==> src/source/chip_params.svh <==
/* Bus widths, register map and pad counts for the chip subsystem.
   Include at the top of any file that needs a width or an offset */
`ifndef CHIP_PARAMS_SVH
`define CHIP_PARAMS_SVH

`define CHIP_ADDR_W      12
`define CHIP_DATA_W      32
`define CHIP_STRB_W      (`CHIP_DATA_W / 8)
`define CHIP_NUM_GPIO    16

// Pad controller registers
`define PAD_GPIO_OUT     12'h000
`define PAD_GPIO_OE      12'h004
`define PAD_GPIO_IN      12'h008   // Read only
`define PAD_STRAPS       12'h00C   // Read only

// Software status mailbox
`define MBX_STATUS       12'h100
`define MBX_LOG          12'h104

// Address bit that steers a request to the mailbox
`define CHIP_MBX_SEL_BIT 8

`endif

==> src/source/chip_pkg.sv <==
/* Types shared by the chip subsystem and its testbench.
   Use by scoped name, e.g. chip_pkg::DECERR */
`default_nettype none

`include "chip_params.svh"

package chip_pkg;

  // AXI4-Lite response codes in use
  typedef enum logic [1:0] {
    OKAY   = 2'd0,
    DECERR = 2'd3
  } axil_resp_e;

  // Codes software writes to the status word
  typedef enum logic [15:0] {
    BOOT    = 16'h0000,
    IN_TEST = 16'h4354,
    PASSED  = 16'h900D,
    FAILED  = 16'hBAAD
  } sw_status_e;

  // Byte-strobe merge of the low half of a bus word into a 16-bit register
  function automatic logic [15:0] merge_lo16(
    input logic [15:0]               old_val,
    input logic [`CHIP_DATA_W-1:0]   wdata,
    input logic [`CHIP_STRB_W-1:0]   strb
  );
    logic [15:0] res;
    res = old_val;
    for (int i = 0; i < 2; i++) begin
      if (strb[i]) res[i*8 +: 8] = wdata[i*8 +: 8];
    end
    return res;
  endfunction

endpackage

`default_nettype wire

==> src/source/axil_if.sv <==
/* AXI4-Lite bus between the decoder and the register slaves.
   mst drives requests and response ready, slv the opposite side */
`timescale 1ns/1ps
`default_nettype none

`include "chip_params.svh"

interface axil_if;
  logic                    awvalid, awready;
  logic [`CHIP_ADDR_W-1:0] awaddr;
  logic                    wvalid, wready;
  logic [`CHIP_DATA_W-1:0] wdata;
  logic [`CHIP_STRB_W-1:0] wstrb;
  logic                    bvalid, bready;
  logic [1:0]              bresp;
  logic                    arvalid, arready;
  logic [`CHIP_ADDR_W-1:0] araddr;
  logic                    rvalid, rready;
  logic [`CHIP_DATA_W-1:0] rdata;
  logic [1:0]              rresp;

  modport mst (output awvalid, awaddr, wvalid, wdata, wstrb, bready, arvalid, araddr, rready,
               input  awready, wready, bvalid, bresp, arready, rvalid, rdata, rresp);

  modport slv (input  awvalid, awaddr, wvalid, wdata, wstrb, bready, arvalid, araddr, rready,
               output awready, wready, bvalid, bresp, arready, rvalid, rdata, rresp);
endinterface

`default_nettype wire

==> src/source/axil_decode.sv <==
/* Address decoder for the chip register space. Steers each request to the
   pad controller or the mailbox by one address bit and answers unmapped
   offsets itself with DECERR. One transaction in flight per direction */
`timescale 1ns/1ps
`default_nettype none

`include "chip_params.svh"

module axil_decode (
  input  logic clk_i,
  input  logic rst_i,
  axil_if.slv  up,
  axil_if.mst  pad,
  axil_if.mst  mbx
);

  logic wr_busy, wr_req, wr_mapped, wr_to_mbx, err_wr_acc;
  logic rd_busy, rd_req, rd_mapped, rd_to_mbx, err_rd_acc;
  logic err_bvalid_q, err_rvalid_q;

  function automatic logic is_mapped(input logic [`CHIP_ADDR_W-1:0] addr);
    case (addr)
      `PAD_GPIO_OUT, `PAD_GPIO_OE, `PAD_GPIO_IN, `PAD_STRAPS,
      `MBX_STATUS, `MBX_LOG: is_mapped = 1'b1;
      default:               is_mapped = 1'b0;
    endcase
  endfunction

  // Write side, held off while any response is still pending
  assign wr_busy    = err_bvalid_q | pad.bvalid | mbx.bvalid;
  assign wr_req     = up.awvalid & up.wvalid & ~wr_busy;
  assign wr_mapped  = is_mapped(up.awaddr);
  assign wr_to_mbx  = up.awaddr[`CHIP_MBX_SEL_BIT];
  assign err_wr_acc = wr_req & ~wr_mapped;

  assign pad.awvalid = wr_req & wr_mapped & ~wr_to_mbx;
  assign pad.wvalid  = wr_req & wr_mapped & ~wr_to_mbx;
  assign mbx.awvalid = wr_req & wr_mapped & wr_to_mbx;
  assign mbx.wvalid  = wr_req & wr_mapped & wr_to_mbx;
  assign pad.awaddr  = up.awaddr;
  assign mbx.awaddr  = up.awaddr;
  assign pad.wdata   = up.wdata;
  assign mbx.wdata   = up.wdata;
  assign pad.wstrb   = up.wstrb;
  assign mbx.wstrb   = up.wstrb;
  assign pad.bready  = up.bready;
  assign mbx.bready  = up.bready;

  // Only the selected slave can be ready
  assign up.awready = err_wr_acc | pad.awready | mbx.awready;
  assign up.wready  = err_wr_acc | pad.wready | mbx.wready;
  assign up.bvalid  = wr_busy;
  assign up.bresp   = err_bvalid_q ? chip_pkg::DECERR : (pad.bvalid ? pad.bresp : mbx.bresp);

  // Read side
  assign rd_busy    = err_rvalid_q | pad.rvalid | mbx.rvalid;
  assign rd_req     = up.arvalid & ~rd_busy;
  assign rd_mapped  = is_mapped(up.araddr);
  assign rd_to_mbx  = up.araddr[`CHIP_MBX_SEL_BIT];
  assign err_rd_acc = rd_req & ~rd_mapped;

  assign pad.arvalid = rd_req & rd_mapped & ~rd_to_mbx;
  assign mbx.arvalid = rd_req & rd_mapped & rd_to_mbx;
  assign pad.araddr  = up.araddr;
  assign mbx.araddr  = up.araddr;
  assign pad.rready  = up.rready;
  assign mbx.rready  = up.rready;

  assign up.arready = err_rd_acc | pad.arready | mbx.arready;
  assign up.rvalid  = rd_busy;
  assign up.rdata   = err_rvalid_q ? '0 : (pad.rvalid ? pad.rdata : mbx.rdata);
  assign up.rresp   = err_rvalid_q ? chip_pkg::DECERR : (pad.rvalid ? pad.rresp : mbx.rresp);

  always_ff @(posedge clk_i) begin
    if (rst_i) begin
      err_bvalid_q <= 1'b0;
      err_rvalid_q <= 1'b0;
    end else begin
      if (err_wr_acc) err_bvalid_q <= 1'b1;
      else if (up.bready) err_bvalid_q <= 1'b0;
      if (err_rd_acc) err_rvalid_q <= 1'b1;
      else if (up.rready) err_rvalid_q <= 1'b0;
    end
  end

  // Local error response never overlaps a slave response
  a_single_bresp: assert property (@(posedge clk_i) disable iff (rst_i)
    !(err_bvalid_q && (pad.bvalid || mbx.bvalid)));

endmodule

`default_nettype wire

==> src/source/chip_core.sv <==
/* Chip subsystem top level. Plain AXI4-Lite slave ports feed the decoder,
   which serves the pad controller and the software status mailbox */
`timescale 1ns/1ps
`default_nettype none

`include "chip_params.svh"

module chip_core (
  input  logic                      clk_i,
  input  logic                      rst_i,
  input  logic                      s_awvalid_i,
  output logic                      s_awready_o,
  input  logic [`CHIP_ADDR_W-1:0]   s_awaddr_i,
  input  logic                      s_wvalid_i,
  output logic                      s_wready_o,
  input  logic [`CHIP_DATA_W-1:0]   s_wdata_i,
  input  logic [`CHIP_STRB_W-1:0]   s_wstrb_i,
  output logic                      s_bvalid_o,
  input  logic                      s_bready_i,
  output chip_pkg::axil_resp_e      s_bresp_o,
  input  logic                      s_arvalid_i,
  output logic                      s_arready_o,
  input  logic [`CHIP_ADDR_W-1:0]   s_araddr_i,
  output logic                      s_rvalid_o,
  input  logic                      s_rready_i,
  output logic [`CHIP_DATA_W-1:0]   s_rdata_o,
  output chip_pkg::axil_resp_e      s_rresp_o,
  input  logic [`CHIP_NUM_GPIO-1:0] gpio_i,
  output logic [`CHIP_NUM_GPIO-1:0] gpio_o,
  output logic [`CHIP_NUM_GPIO-1:0] gpio_oe_o,
  input  logic [2:0]                sw_straps_i,
  input  logic [1:0]                tap_straps_i,
  input  logic [1:0]                dft_straps_i,
  output logic                      test_done_o,
  output logic                      test_pass_o,
  output logic                      log_valid_o,
  output logic [7:0]                log_char_o
);

  axil_if up_bus ();
  axil_if pad_bus ();
  axil_if mbx_bus ();

  assign up_bus.awvalid = s_awvalid_i;
  assign up_bus.awaddr  = s_awaddr_i;
  assign up_bus.wvalid  = s_wvalid_i;
  assign up_bus.wdata   = s_wdata_i;
  assign up_bus.wstrb   = s_wstrb_i;
  assign up_bus.bready  = s_bready_i;
  assign up_bus.arvalid = s_arvalid_i;
  assign up_bus.araddr  = s_araddr_i;
  assign up_bus.rready  = s_rready_i;
  assign s_awready_o    = up_bus.awready;
  assign s_wready_o     = up_bus.wready;
  assign s_bvalid_o     = up_bus.bvalid;
  assign s_bresp_o      = chip_pkg::axil_resp_e'(up_bus.bresp);
  assign s_arready_o    = up_bus.arready;
  assign s_rvalid_o     = up_bus.rvalid;
  assign s_rdata_o      = up_bus.rdata;
  assign s_rresp_o      = chip_pkg::axil_resp_e'(up_bus.rresp);

  axil_decode axil_decode_inst (.clk_i, .rst_i, .up(up_bus), .pad(pad_bus), .mbx(mbx_bus));

  pad_ctrl pad_ctrl_inst (
    .clk_i, .rst_i, .bus(pad_bus),
    .gpio_i, .gpio_o, .gpio_oe_o,
    .sw_straps_i, .tap_straps_i, .dft_straps_i
  );

  sw_status_mbx sw_status_mbx_inst (
    .clk_i, .rst_i, .bus(mbx_bus),
    .test_done_o, .test_pass_o, .log_valid_o, .log_char_o
  );

endmodule

`default_nettype wire

==> src/source/pad_ctrl.sv <==
/* GPIO pad controller. Output and output-enable registers with byte strobes,
   a two-flop input synchroniser, and strap pins latched once after reset */
`timescale 1ns/1ps
`default_nettype none

`include "chip_params.svh"

module pad_ctrl (
  input  logic                     clk_i,
  input  logic                     rst_i,
  axil_if.slv                      bus,
  input  logic [`CHIP_NUM_GPIO-1:0] gpio_i,
  output logic [`CHIP_NUM_GPIO-1:0] gpio_o,
  output logic [`CHIP_NUM_GPIO-1:0] gpio_oe_o,
  input  logic [2:0]               sw_straps_i,
  input  logic [1:0]               tap_straps_i,
  input  logic [1:0]               dft_straps_i
);

  logic [`CHIP_NUM_GPIO-1:0] gpio_out_q, gpio_oe_q;
  logic [`CHIP_NUM_GPIO-1:0] sync_q1, sync_q2;
  logic [6:0]                straps_q;
  logic                      straps_done_q;
  logic                      bvalid_q, rvalid_q;
  logic [`CHIP_DATA_W-1:0]   rdata_q, rd_word;
  logic                      wr_acc, rd_acc;

  assign wr_acc      = bus.awvalid & bus.wvalid & ~bvalid_q;
  assign rd_acc      = bus.arvalid & ~rvalid_q;
  assign bus.awready = wr_acc;
  assign bus.wready  = wr_acc;
  assign bus.arready = rd_acc;
  assign bus.bvalid  = bvalid_q;
  assign bus.bresp   = chip_pkg::OKAY;   // GPIO_IN and STRAPS ignore writes
  assign bus.rvalid  = rvalid_q;
  assign bus.rdata   = rdata_q;
  assign bus.rresp   = chip_pkg::OKAY;

  assign gpio_o    = gpio_out_q;
  assign gpio_oe_o = gpio_oe_q;

  always_comb begin
    case (bus.araddr)
      `PAD_GPIO_OUT: rd_word = {{(`CHIP_DATA_W-`CHIP_NUM_GPIO){1'b0}}, gpio_out_q};
      `PAD_GPIO_OE:  rd_word = {{(`CHIP_DATA_W-`CHIP_NUM_GPIO){1'b0}}, gpio_oe_q};
      `PAD_GPIO_IN:  rd_word = {{(`CHIP_DATA_W-`CHIP_NUM_GPIO){1'b0}}, sync_q2};
      `PAD_STRAPS:   rd_word = {{(`CHIP_DATA_W-7){1'b0}}, straps_q};
      default:       rd_word = '0;
    endcase
  end

  always_ff @(posedge clk_i) begin
    if (rst_i) begin
      gpio_out_q    <= '0;
      gpio_oe_q     <= '0;
      bvalid_q      <= 1'b0;
      rvalid_q      <= 1'b0;
      straps_done_q <= 1'b0;
    end else begin
      if (wr_acc && bus.awaddr == `PAD_GPIO_OUT)
        gpio_out_q <= chip_pkg::merge_lo16(gpio_out_q, bus.wdata, bus.wstrb);
      if (wr_acc && bus.awaddr == `PAD_GPIO_OE)
        gpio_oe_q <= chip_pkg::merge_lo16(gpio_oe_q, bus.wdata, bus.wstrb);
      if (wr_acc) bvalid_q <= 1'b1;
      else if (bus.bready) bvalid_q <= 1'b0;
      if (rd_acc) rvalid_q <= 1'b1;
      else if (bus.rready) rvalid_q <= 1'b0;
      if (!straps_done_q) straps_done_q <= 1'b1;   // First cycle out of reset only
    end
  end

  always_ff @(posedge clk_i) begin
    sync_q1 <= gpio_i;
    sync_q2 <= sync_q1;
    if (rd_acc) rdata_q <= rd_word;
    if (!rst_i && !straps_done_q) straps_q <= {dft_straps_i, tap_straps_i, sw_straps_i};
  end

  // Write response is held until taken
  a_bvalid_hold: assert property (@(posedge clk_i) disable iff (rst_i)
    bus.bvalid && !bus.bready |=> bus.bvalid);

endmodule

`default_nettype wire

==> src/source/sw_status_mbx.sv <==
/* Software status mailbox. A write to the status word sets test-done and
   test-pass, a write to the log word emits its low byte as a one-cycle pulse */
`timescale 1ns/1ps
`default_nettype none

`include "chip_params.svh"

module sw_status_mbx (
  input  logic       clk_i,
  input  logic       rst_i,
  axil_if.slv        bus,
  output logic       test_done_o,
  output logic       test_pass_o,
  output logic       log_valid_o,
  output logic [7:0] log_char_o
);

  chip_pkg::sw_status_e    status_q, status_d;
  logic                    done_q, pass_q, log_valid_q;
  logic [7:0]              log_char_q;
  logic                    bvalid_q, rvalid_q;
  logic [`CHIP_DATA_W-1:0] rdata_q;
  logic                    wr_acc, rd_acc;

  assign wr_acc      = bus.awvalid & bus.wvalid & ~bvalid_q;
  assign rd_acc      = bus.arvalid & ~rvalid_q;
  assign bus.awready = wr_acc;
  assign bus.wready  = wr_acc;
  assign bus.arready = rd_acc;
  assign bus.bvalid  = bvalid_q;
  assign bus.bresp   = chip_pkg::OKAY;
  assign bus.rvalid  = rvalid_q;
  assign bus.rdata   = rdata_q;
  assign bus.rresp   = chip_pkg::OKAY;

  assign test_done_o = done_q;
  assign test_pass_o = pass_q;
  assign log_valid_o = log_valid_q;
  assign log_char_o  = log_char_q;

  // Strobed bytes of the incoming code
  assign status_d = chip_pkg::sw_status_e'(chip_pkg::merge_lo16(status_q, bus.wdata, bus.wstrb));

  always_ff @(posedge clk_i) begin
    if (rst_i) begin
      status_q    <= chip_pkg::BOOT;
      done_q      <= 1'b0;
      pass_q      <= 1'b0;
      log_valid_q <= 1'b0;
      bvalid_q    <= 1'b0;
      rvalid_q    <= 1'b0;
    end else begin
      if (wr_acc && bus.awaddr == `MBX_STATUS) begin
        status_q <= status_d;
        done_q   <= (status_d == chip_pkg::PASSED) || (status_d == chip_pkg::FAILED);
        pass_q   <= (status_d == chip_pkg::PASSED);
      end
      log_valid_q <= wr_acc && bus.awaddr == `MBX_LOG;   // Single-cycle pulse
      if (wr_acc) bvalid_q <= 1'b1;
      else if (bus.bready) bvalid_q <= 1'b0;
      if (rd_acc) rvalid_q <= 1'b1;
      else if (bus.rready) rvalid_q <= 1'b0;
    end
  end

  always_ff @(posedge clk_i) begin
    if (wr_acc && bus.awaddr == `MBX_LOG) log_char_q <= bus.wdata[7:0];
    if (rd_acc) begin
      // Log word reads as zero
      rdata_q <= (bus.araddr == `MBX_STATUS) ? {{(`CHIP_DATA_W-16){1'b0}}, status_q} : '0;
    end
  end

  // Read data is held until taken
  a_rvalid_hold: assert property (@(posedge clk_i) disable iff (rst_i)
    bus.rvalid && !bus.rready |=> bus.rvalid);

endmodule

`default_nettype wire

==> config.mk <==
export PLATFORM = sky130hd
export DESIGN_NAME = chip_core
export DESIGN_NICKNAME = d
export VERILOG_FILES = /design/src/source/chip_pkg.sv /design/src/source/axil_if.sv /design/src/source/axil_decode.sv /design/src/source/chip_core.sv /design/src/source/pad_ctrl.sv /design/src/source/sw_status_mbx.sv
export VERILOG_INCLUDE_DIRS = /design/src /design/src/source
export SDC_FILE = /design/constraint.sdc
export NUM_CORES = 1
export LEC_CHECK = 0
export ABC_AREA = 0
export BUFFER_PORTS_ARGS = -buffer_cell sky130_fd_sc_hd__buf_2
export CAP_MARGIN = 20
export CELL_PAD_IN_SITES_DETAIL_PLACEMENT = 1
export CELL_PAD_IN_SITES_GLOBAL_PLACEMENT = 2
export CORE_AREA = 2 2 161 116
export DETAILED_ROUTE_END_ITERATION = 6
export DIE_AREA = 0 0 163 118
export GPL_TIMING_DRIVEN = 0
export MAX_ROUTING_LAYER = met4
export PLACE_DENSITY_LB_ADDON = 0.1
export SYNTH_ARGS = -nofsm -noshare
export SYNTH_HDL_FRONTEND = slang
export SYNTH_SLANG_ARGS = --single-unit
==> constraint.sdc <==
create_clock -name clk_i -period 7.8 [get_ports clk_i]
set_input_delay 1.56 -clock clk_i [delete_from_list [all_inputs] [get_ports clk_i]]
set_output_delay 1.56 -clock clk_i [all_outputs]
set_load 0.01 [all_outputs]
== Yosys cells after proc, flatten, opt, wreduce, memory -nomap -nowiden ==
Cells that the tools add are included.

* Add/subtract/negate cells: 0
* $mul: 0
* Divide/modulo/power cells: 0
* $lt $le $gt $ge: 0
* Eq/ne operators: 12
* Shifts and indexed selects: 0
* Multiplexer cells: 18
* Bitwise logic cells: 33
* Reduce and logical (&&, ||, !) cells: 22

{| class="wikitable"
|+ Operator list
! cell !! number
|-
| 2-to-1 mux 32 bit || 2
|-
| case mux 16 bit (4 select lines) || 1
|-
| == test 12 x 4 -> 1 bit (second input constant) || 4
|-
| == test 12 x 9 -> 1 bit (second input constant) || 4
|-
| == test 16 bit (second input constant) || 2
|-
| == test 12 x 3 -> 1 bit (second input constant) || 2
|-
| zero test 12 bit || 2
|-
| 2-to-1 mux 8 bit || 2
|-
| bitwise AND 1 bit || 15
|-
| nonzero test 2 bit || 6
|-
| OR reduction 6 bit || 2
|-
| 2-to-1 mux 1 bit || 11
|-
| inverter 1 bit || 10
|-
| OR 1 bit || 8
|-
| AND reduction 2 bit || 4
|-
| logical AND 1 bit || 5
|-
| 2-to-1 mux 2 bit || 2
|-
| zero test 1 bit || 2
|-
| logical OR 1 bit || 1
|}

* Bits in registers: 169
* Latch bits: 0
* Bits in writable memories: 0
* Memory bits (read-only): 0
* Bits of input ports: 90
* Output and inout bits: 84
* Logic and storage cells: 107
* Memories: 0

== Depth between registers and ports, before layout ==
Gate-level depths: netlist (run 1).

* Word-level depth: 9
* Gate-level depth with buffers: 7
* Depth with buffers taken out: 4

== Hierarchy ==
From an unflattened synthesis (run 1), not the netlist that was laid out.

* Cell total of the unflattened synthesis: 729
* Area total of the unflattened synthesis: 7188.1 um^2

{| class="wikitable"
|+ Modules (own cells, without submodules)
! module !! times used !! cells each !! area each (um^2) !! seq. area each (um^2)
|-
| pad_ctrl || 1 || 301 || 3420.8 || 2031.9
|-
| sw_status_mbx || 1 || 188 || 2050.7 || 1141.1
|-
| axil_decode || 1 || 240 || 1716.6 || 40.0
|}

== Least setup slack after synthesis (run 1) ==
Ideal clock, no wire load.

* Kind: input to register
* From: input port s_araddr_i[6]
* To: register sw_status_mbx_inst.rdata_q[0], in the netlist sw_status_mbx_inst.bus.rdata[0], enable pin
* Setup time: 433 ps
* Arrival time: 4215 ps
* Data required time: 7367 ps
* Path slack: 3151 ps
* Stages: 3
* Path buffers: 0
* Path through: or4_4 or3_4 nor4_1

* Word-level cells in the longest chain between the ends: 6
* Elaborated cells on any way between the ends: 11
* Classes of those cells: eq/ne (5); mux (1); bitwise (3); reduce/logical (2)

{| class="wikitable"
|+ RTL lines
! item !! line !! RTL
|-
| start, declared || chip_core.sv:23 || <nowiki>input logic [`CHIP_ADDR_W-1:0] s_araddr_i,</nowiki>
|-
| == test 12 x 3 -> 1 bit, or another cell as far along || axil_decode.sv:22 || <nowiki>case (addr)</nowiki>
|-
| OR reduction 6 bit * || axil_decode.sv:22 ||
|-
| 2-to-1 mux 1 bit * || axil_decode.sv:22 ||
|-
| bitwise AND 1 bit * (2 in a row) || axil_decode.sv:63 || <nowiki>assign mbx.arvalid = rd_req & rd_mapped & rd_to_mbx;</nowiki>
|-
| bitwise AND 1 bit * || sw_status_mbx.sv:26 || <nowiki>assign rd_acc = bus.arvalid & ~rvalid_q;</nowiki>
|-
| via axil_decode_inst.mbx.arready || axil_if.sv:23 || <nowiki>input awready, wready, bvalid, bresp, arready, rvalid, rdata, rresp);</nowiki>
|-
| end signal, assigned || sw_status_mbx.sv:70 || <nowiki>rdata_q <= (bus.araddr == `MBX_STATUS) ? {{(`CHIP_DATA_W-16){1'b0}}, status_q} : '0;</nowiki>
|-
| end, declared || sw_status_mbx.sv:22 || <nowiki>logic [`CHIP_DATA_W-1:0] rdata_q;</nowiki>
|}

The timed path passes the listed nets; every way through them passes the cells marked *.
A chain may end at the register's enable or synchronous reset.

== Final worst setup path (run 1) ==
* From: input port s_awvalid_i
* To: output port s_wready_o

* Word-level cells in the longest chain between the ends: 7
* Elaborated cells on any way between the ends: 10
* Classes of those cells: bitwise (10)

{| class="wikitable"
|+ RTL lines
! item !! line !! RTL
|-
| start, declared || chip_core.sv:11 || <nowiki>input logic s_awvalid_i,</nowiki>
|-
| bitwise AND 1 bit * (2 in a row) || axil_decode.sv:31 || <nowiki>assign wr_req = up.awvalid & up.wvalid & ~wr_busy;</nowiki>
|-
| bitwise AND 1 bit || - ||
|-
| bitwise AND 1 bit || axil_decode.sv:36, axil_decode.sv:37 ||
|-
| bitwise AND 1 bit || pad_ctrl.sv:28 || <nowiki>assign wr_acc = bus.awvalid & bus.wvalid & ~bvalid_q;</nowiki>
|-
| OR 1 bit || axil_decode.sv:51 || <nowiki>assign up.wready = err_wr_acc | pad.wready | mbx.wready;</nowiki>
|-
| OR 1 bit * || axil_decode.sv:51 ||
|-
| end, declared || chip_core.sv:15 || <nowiki>output logic s_wready_o,</nowiki>
|}

Mark *: on every way between the ends. The rest lies on a longest branch, timed or not.

==> flow_summary_export.csv, run 1 <==
group,metric,value,unit
outcome,status,"finished, final reports clean",
clock_network,cts_made_buffers,17,
power_and_ir_drop,total_power,0.001664,W
clock_network,cts.clk_slew.worst_paths,60,ps
sta,drv_slew,0,
worst_setup_path,path_class,"input pin to output port",
global_route,antenna_found_initial,3,
worst_setup_path,ff2ff_path_depth,6,
power_and_ir_drop,ir_worst_vdd,170.3,uV
logic_synthesis,synthAdderAreaFrac,0,%
worst_setup_path,cp-start-kind,"input pin",
clock_network,clockBufferDepth,2,
logic_synthesis,synthDistinctLibCells,49,
placed_design,port_buffers,137,
sta,period_minus_slack,4193,ps
placed_design,gp_congestion,0.8590,
worst_setup_path,path_max_fanout,10,
logic_synthesis,yosys_warnings,0,
clock_network,clock_sinks,137,
logic_synthesis,ys_ff_latch,137,
detailed_routing,vias,5047,
logic_synthesis,yosys.area_share.simple,19.70,%
detailed_routing,first_pass_iters,4,
detailed_routing,antenna_left,0,
logic_synthesis,synthXorXnorAreaFrac,0,%
logic_synthesis,synth_area_per_cell,10.21,um^2
sta,clock-skew-final,7.937,ps
floorplan,coreArea,17700,um^2
logic_synthesis,yosysTopAreaCell,"dfxtp_1",
hold_path,min_path_type,"flip-flop to flip-flop",
worst_setup_path,ff2ff_setup_slack,5290,ps
detailed_routing,first_iter_violations,315,
sta,finalHoldViolCount,0,
worst_setup_path,critPathCaptureType,"output port",
clock_network,cts_resized,0,
logic_synthesis,syn_area,5728,um^2
global_route,grt_first_pass_wirelength,29.83,mm
floorplan,die_y,118,um
final_layout,area.growth.synth_to_final,29.23,%
logic_synthesis,synth_top_area_share,31.45,%
floorplan,pin_count,174,
detailed_routing,route.detailed.drc,0,
final_layout,antenna_cells,0,
clock_network,root_buffer,"clkbuf_16",
flow_run,drv_cap,0,
clock_network,postCtsHoldBufs,0,
clock_network,cts-htree-levels,4,
logic_synthesis,synth_top_family_by_area,"simple AND/OR/NAND/NOR gates",
power_and_ir_drop,power.density,224.8,nW/um^2
logic_synthesis,ys_async_sr_fraction,0,%
placed_design,hpwl,15.48,mm
sta,fin_crit_sh,53.75,%
sta,finalSetupViolations,0,
floorplan,die_x,163,um
logic_synthesis,synthCells,561,
clock_network,cts_tree,"yes",
floorplan,row_count,41,
detailed_routing,wl_per_cell,20.12,um
sta,grt_setup_unrepaired,"false",
power_and_ir_drop,p_leak,2.765,nW
worst_setup_path,crit_start,"s_awvalid_i",
logic_synthesis,synth.area.mux_share,3.932,%
detailed_routing,routed_wirelength,19.82,mm
floorplan,start_util,32.36,%
logic_synthesis,yosysSeqAreaShare,56.09,%
sta,worst_slew_pin_slew,785.8,ps
floorplan,dieArea,19230,um^2
worst_setup_path,endpoint,"s_wready_o",
final_layout,drive_above_1_share,30.17,%
logic_synthesis,synth_edf_count,47,
worst_setup_path,crit_arrival,2630,ps
worst_setup_path,r2r_start,"axil_decode_inst.err_bvalid_q",
sta,max_slew_margin,47.17,%
logic_synthesis,synth_compound_area_share,12.71,%
detailed_routing,viasPerCell,5.124,
logic_synthesis,synthTopCellsByArea,"dfxtp_1 (31%), edfxtp_1 (25%), nand3_1 (6.5%), a21oi_1 (3.6%), mux2i_1 (3.1%)",
logic_synthesis,synth-main-ff-cell,"dfxtp_1",
global_route,grt_pass1_vias,5142,
global_route,overflow,0,
clock_network,clk_latency,420,ps
clock_network,cts_setup_buffers,0,
global_route,grt_max_degree,18,
sta,timing.fmax,238.5,MHz
worst_setup_path,cp.required,6240,ps
sta,final.setup.tns,0,ps
global_route,global_route.usage.total,21.60,%
worst_setup_path,reg2reg_to,"sw_status_mbx_inst.log_char_o[1]",
final_layout,fin_nets,826,
cells in the final DEF (no fill, tap or decap), types with 14 or more instances in the layout:
| cell type | instances |
|---|---|
| conb_1 | 16 |
| dfxtp_1 | 90 |
| buf_2 | 142 |
| inv_1 | 23 |
| edfxtp_1 | 47 |
| clkbuf_1 | 36 |
| a21oi_1 | 41 |
| and2_1 | 18 |
| mux2i_1 | 18 |
| clkbuf_16 | 19 |
| buf_4 | 24 |
| nor2_1 | 21 |
| nand3_1 | 74 |
| o21ai_0 | 33 |
| nand2_1 | 14 |
per-stage QoR:
stage	hold WS, ps	instance area [um^2]	util (%)	worst slack [ps]	instances
after global routing	333.1	7402	41.82	3512	985
after CTS	330.9	7397	41.80	3621	984
after global placement	312.8	6765	38.23	2219	949
after detailed placement	315.8	6792	38.37	3620	952
final	328.3	7402	41.82	3607	985
after floorplan	309.6	5784	-	3151	576
area by class of cell:
| type | count | area [um^2] |
|---|---|---|
| sequential | 137 | 3213 |
| clock buffer | 19 | 475.5 |
| tap | 236 | 295.3 |
| inverter | 23 | 86.33 |
| clock inverter | 13 | 130.1 |
| fill | 2082 | 10300 |
| timing repair buffer | 141 | 710.7 |
| multi-input combinational | 350 | 2148 |
| buffer | 66 | 342.8 |
how the worst min path moves through the flow:
| stage | startpoint | endpoint | slack [ps] | depth (start not counted) |
|---|---|---|---|---|
| 2_1_floorplan | pad_ctrl_inst.sync_q1[0] | pad_ctrl_inst.sync_q2[0] | 310 | 0 |
| 3_3_place_gp | pad_ctrl_inst.sync_q1[8] | pad_ctrl_inst.sync_q2[8] | 310 | 0 |
| 3_5_place_dp | pad_ctrl_inst.sync_q1[6] | pad_ctrl_inst.sync_q2[6] | 320 | 0 |
| 4_1_cts | pad_ctrl_inst.sync_q1[4] | pad_ctrl_inst.sync_q2[4] | 330 | 0 |
| 5_1_grt | pad_ctrl_inst.sync_q1[9] | pad_ctrl_inst.sync_q2[9] | 330 | 0 |
| 6_report | pad_ctrl_inst.sync_q1[6] | pad_ctrl_inst.sync_q2[6] | 330 | 0 |
where the power goes:
group / switching, W / internal (W) / total, W
Sequential: 0.00000346 / 0.000746 / 0.000750
Clock: 0.000331 / 0.000485 / 0.000816
Combinational: 0.0000608 / 0.0000374 / 0.0000982
metal layers:
layer | global-route usage, % | vias up | share of wire (%)
met5 | - | - | 0
met1 | 29.37 | 2522 | 48
li1 | - | 2367 | -
met4 | 5.918 | 0 | 1.3
met3 | 3.453 | 21 | 4.4
met2 | 33.45 | 137 | 46
cell families after synthesis:
kind of cell | count (synthesis)
simple gates | 195
buf+inv | 89
other cells | 1
flops | 137
compound gates | 117
mux | 22
synthesized netlist by cell type (all sizes together) (3+ instances only):
master and number:
a21oi 41, a311oi 12, a31o 11, and2 19
and3 3, buf 30, clkbuf 36, dfxtp 90
edfxtp 47, inv 23, mux2 4, mux2i 18
nand2 14, nand2b 7, nand3 74, nand4 8
nor2 21, nor2b 3, nor3 10, nor3b 4
nor4 10, o211ai 11, o21ai 33, or3 4
or4 7
state kept, by name (all words and copies together), names as in the netlist:
signal	cells
axil_decode_inst.err_bvalid_q	1
axil_decode_inst.err_rvalid_q	1
pad_ctrl_inst.bus.bvalid	1
pad_ctrl_inst.bus.rdata	16
pad_ctrl_inst.bus.rvalid	1
pad_ctrl_inst.gpio_o	16
pad_ctrl_inst.gpio_oe_o	16
pad_ctrl_inst.straps_done_q	1
pad_ctrl_inst.straps_q	7
pad_ctrl_inst.sync_q1	16
pad_ctrl_inst.sync_q2	16
sw_status_mbx_inst.bus.bvalid	1
sw_status_mbx_inst.bus.rdata	16
sw_status_mbx_inst.bus.rvalid	1
sw_status_mbx_inst.log_char_o	8
sw_status_mbx_inst.log_valid_o	1
sw_status_mbx_inst.status_q	16
sw_status_mbx_inst.test_done_o	1
sw_status_mbx_inst.test_pass_o	1
critical path: stages:
cell	delay [ps]
buf_2	100
nand2_1	100
clkbuf_1	400
nor2_1	180
buf_4	170
buf_2	120
Power figures use the tool's default switching activity.
==> inputs of run 2 (changes only) <==
- ABC_AREA: 0 -> 1
- CORE_AREA: 2 2 161 116 -> 2 2 177 127
- DIE_AREA: 0 0 163 118 -> 0 0 179 129
- clock period: 7.8 -> 3.6 ns (I/O delays scaled with it)
==> run 2 against run 1 <==
  * Clock skew rose by 6.3 ps
  * Highest routed layer unchanged
  * Wire length fell by 5.4%
  * Critical path type is now flip-flop to output port
  * Via count fell by 4.4%
  * Combinational power rose by 81%
  * Critical endpoint is now s_rdata_o[7]
==> flow_summary_export.csv, run 2 <==
group,metric,value,unit
outcome,status,"finished, final reports clean",
final_layout,area.growth.synth_to_final,30.20,%
worst_setup_path,critPathCaptureType,"output port",
floorplan,row_count,45,
logic_synthesis,synth.most_common_cell,"nand2_1",
clock_network,clk_latency,420,ps
global_route,grt_pass1_vias,4910,
logic_synthesis,ys_ff_latch,137,
global_route,overflow,0,
clock_network,cts.clk_slew.worst_paths,60,ps
logic_synthesis,netlist_top_cells_count,"nand2_1 (120), nor2_1 (111), dfxtp_1 (90)",
logic_synthesis,synth-main-ff-cell,"dfxtp_1",
sta,timing.fmax,363.6,MHz
worst_setup_path,cp.required,2880,ps
power_and_ir_drop,switchingPower,0.0008205,W
final_layout,drive_above_1_share,28.57,%
worst_setup_path,path_max_fanout,10,
sta,clock-skew-final,14.22,ps
detailed_routing,first_iter_violations,240,
detailed_routing,top_layer_used,"met4",
worst_setup_path,path_class,"flip-flop to output port",
detailed_routing,routed_wirelength,18.74,mm
clock_network,cts-htree-levels,4,
logic_synthesis,synthCells,641,
clock_network,cts_made_buffers,17,
final_layout,mostFrequentLayoutCell,"buf_2",
clock_network,postCtsHoldBufs,0,
floorplan,coreArea,21340,um^2
detailed_routing,wl_met2,7.996,mm
logic_synthesis,syn_area,5702,um^2
floorplan,die_y,129,um
power_and_ir_drop,power_frac_clock,49.6,%
clock_network,cts_tree,"yes",
floorplan,start_util,26.72,%
sta,period_minus_slack,2751,ps
logic_synthesis,synth_top_area_share,31.60,%
power_and_ir_drop,seqPwrFrac,45.4,%
logic_synthesis,yosysTopAreaCell,"dfxtp_1",
sta,fin_crit_sh,76.41,%
sta,max_slew_margin,46.12,%
detailed_routing,vias,4823,
sta,grt_setup_unrepaired,"false",
logic_synthesis,ys_async_sr_fraction,0,%
sta,worst_slew_pin_slew,805.2,ps
clock_network,clock_sinks,137,
sta,finalSetupViolations,0,
worst_setup_path,crit_arrival,2030,ps
power_and_ir_drop,power.density,482.0,nW/um^2
detailed_routing,route.detailed.drc,0,
detailed_routing,first_pass_iters,4,
clock_network,cts_resized,0,
clock_network,cts_setup_buffers,0,
flow_run,drv_cap,0,
sta,final.setup.tns,0,ps
logic_synthesis,synth_edf_count,47,
floorplan,dieArea,23090,um^2
clock_network,root_buffer,"clkbuf_16",
worst_setup_path,cp-start-kind,"flip-flop",
clock_network,clockBufferDepth,2,
sta,whs,328.0,ps
final_layout,antenna_cells,0,
placed_design,post-place-ws,358.5,ps
final_layout,fin_nets,903,
power_and_ir_drop,p_leak,3.391,nW
final_layout,final_util,34.79,%
placed_design,hpwl,14.56,mm
sta,finalHoldViolCount,0,
power_and_ir_drop,p_sw_share,22.93,%
detailed_routing,drt-met1-wl,9.679,mm
floorplan,pin_count,174,
logic_synthesis,yosys_warnings,0,
power_and_ir_drop,p_int,0.002758,W
logic_synthesis,yosysSeqAreaShare,56.35,%
detailed_routing,antenna_left,0,
hold_path,min_path_type,"flip-flop to flip-flop",
logic_synthesis,synth_area_per_cell,8.895,um^2
placed_design,port_buffers,136,
global_route,antenna_found_initial,0,
global_route,grt_max_degree,17,
power_and_ir_drop,ir_worst_vdd,261.2,uV
detailed_routing,viasPerCell,4.353,
sta,setup_ws,849.4,ps
global_route,global_route.usage.total,17.21,%
sta,drv_slew,0,
logic_synthesis,synthTopCellsByArea,"dfxtp_1 (32%), edfxtp_1 (25%), nand2_1 (7.9%), nor2_1 (7.3%), inv_1 (4.5%)",
logic_synthesis,synthDistinctLibCells,35,
detailed_routing,wl_per_cell,16.91,um
detailed_routing,wl_met3,848,um
global_route,grt_first_pass_wirelength,28.26,mm
placed_design,gp_congestion,0.8126,
power_and_ir_drop,p_comb_share,5.0,%
final_layout,layout_common_cells,"buf_2 (142), nand2_1 (120), nor2_1 (111), dfxtp_1 (90), inv_1 (69)",
floorplan,die_x,179,um
-- run 2: cell count changes after synthesis, moves of 10 or more --
cell | previous run | this run
nand3_1 | 74 | 7
clkbuf_1 | 36 | 12
inv_1 | 23 | 69
nand4_1 | 8 | 19
and2_1 | 18 | 0
o211ai_1 | 11 | 1
a311oi_1 | 12 | 0
nand2_1 | 14 | 120
nor2_1 | 21 | 111
mux2i_1 | 18 | 0
a31o_2 | 11 | 0
-- run 2: metrics by stage --
step           power, W  area [um^2]  std cells
6_report       0.003578         7423       1108
5_1_grt        0.003701         7423       1108
4_1_cts        0.003618         7416       1107
3_5_place_dp   0.001837         6805       1075
3_3_place_gp   0.001833         6792       1074
2_1_floorplan  0.001746         5758        656
-- run 2: power by group through the flow --
stage	combinational [W]	clock (W)	sequential, W
floorplan	0.0000905	0	0.00166
global placement	0.000175	0	0.00166
detailed placement	0.000178	0	0.00166
CTS	0.000179	0.00181	0.00162
global route	0.000198	0.00188	0.00163
finish	0.000178	0.00178	0.00162
-- run 2: final timing paths --
path                                               startpoint  slack (ps)                          endpoint  cells past startpoint
worst max-delay path                 pad_ctrl_inst.bus.rvalid         850                      s_rdata_o[7]                      6
worst min-delay path                 pad_ctrl_inst.sync_q1[8]         330          pad_ctrl_inst.sync_q2[8]                      0
worst max register to register  axil_decode_inst.err_bvalid_q        1480  sw_status_mbx_inst.log_char_o[2]                      5
worst min register to register       pad_ctrl_inst.sync_q1[8]         330          pad_ctrl_inst.sync_q2[8]                      0
-- run 2: metal layers --
layer | GRT usage [%] | vias up
met5 | - | -
met4 | 3.826 | 0
met3 | 4.048 | 14
met2 | 25.00 | 100
met1 | 24.19 | 2301
li1 | - | 2408
-- run 2: layout make-up --
| class | instances | area (um^2) |
|---|---|---|
| Sequential cell | 137 | 3213 |
| Clock buffer | 23 | 543.0 |
| Tap cell | 282 | 352.8 |
| Fill cell | 2527 | 13920 |
| Clock inverter | 9 | 67.56 |
| Timing Repair Buffer | 138 | 695.7 |
| Inverter | 75 | 281.5 |
| Buffer | 46 | 296.5 |
| Multi-Input combinational cell | 398 | 1973 |
-- run 2: critical path, stage by stage (launching register included) --
cell	delay, ps
dfxtp_1	300
clkbuf_1	270
clkinv_1	320
clkbuf_1	330
nor2_1	160
nor2_1	80
buf_2	150
-- run 2: cell families after synthesis --
kind of cell           count (synthesis)  synth area share (%)
buffers and inverters                121                 10.14
AO/OA/AOI/OAI                        101                 11.28
AND/OR/NAND/NOR                      281                 22.16
flip-flops                           137                 56.35
other                                  1               0.06577
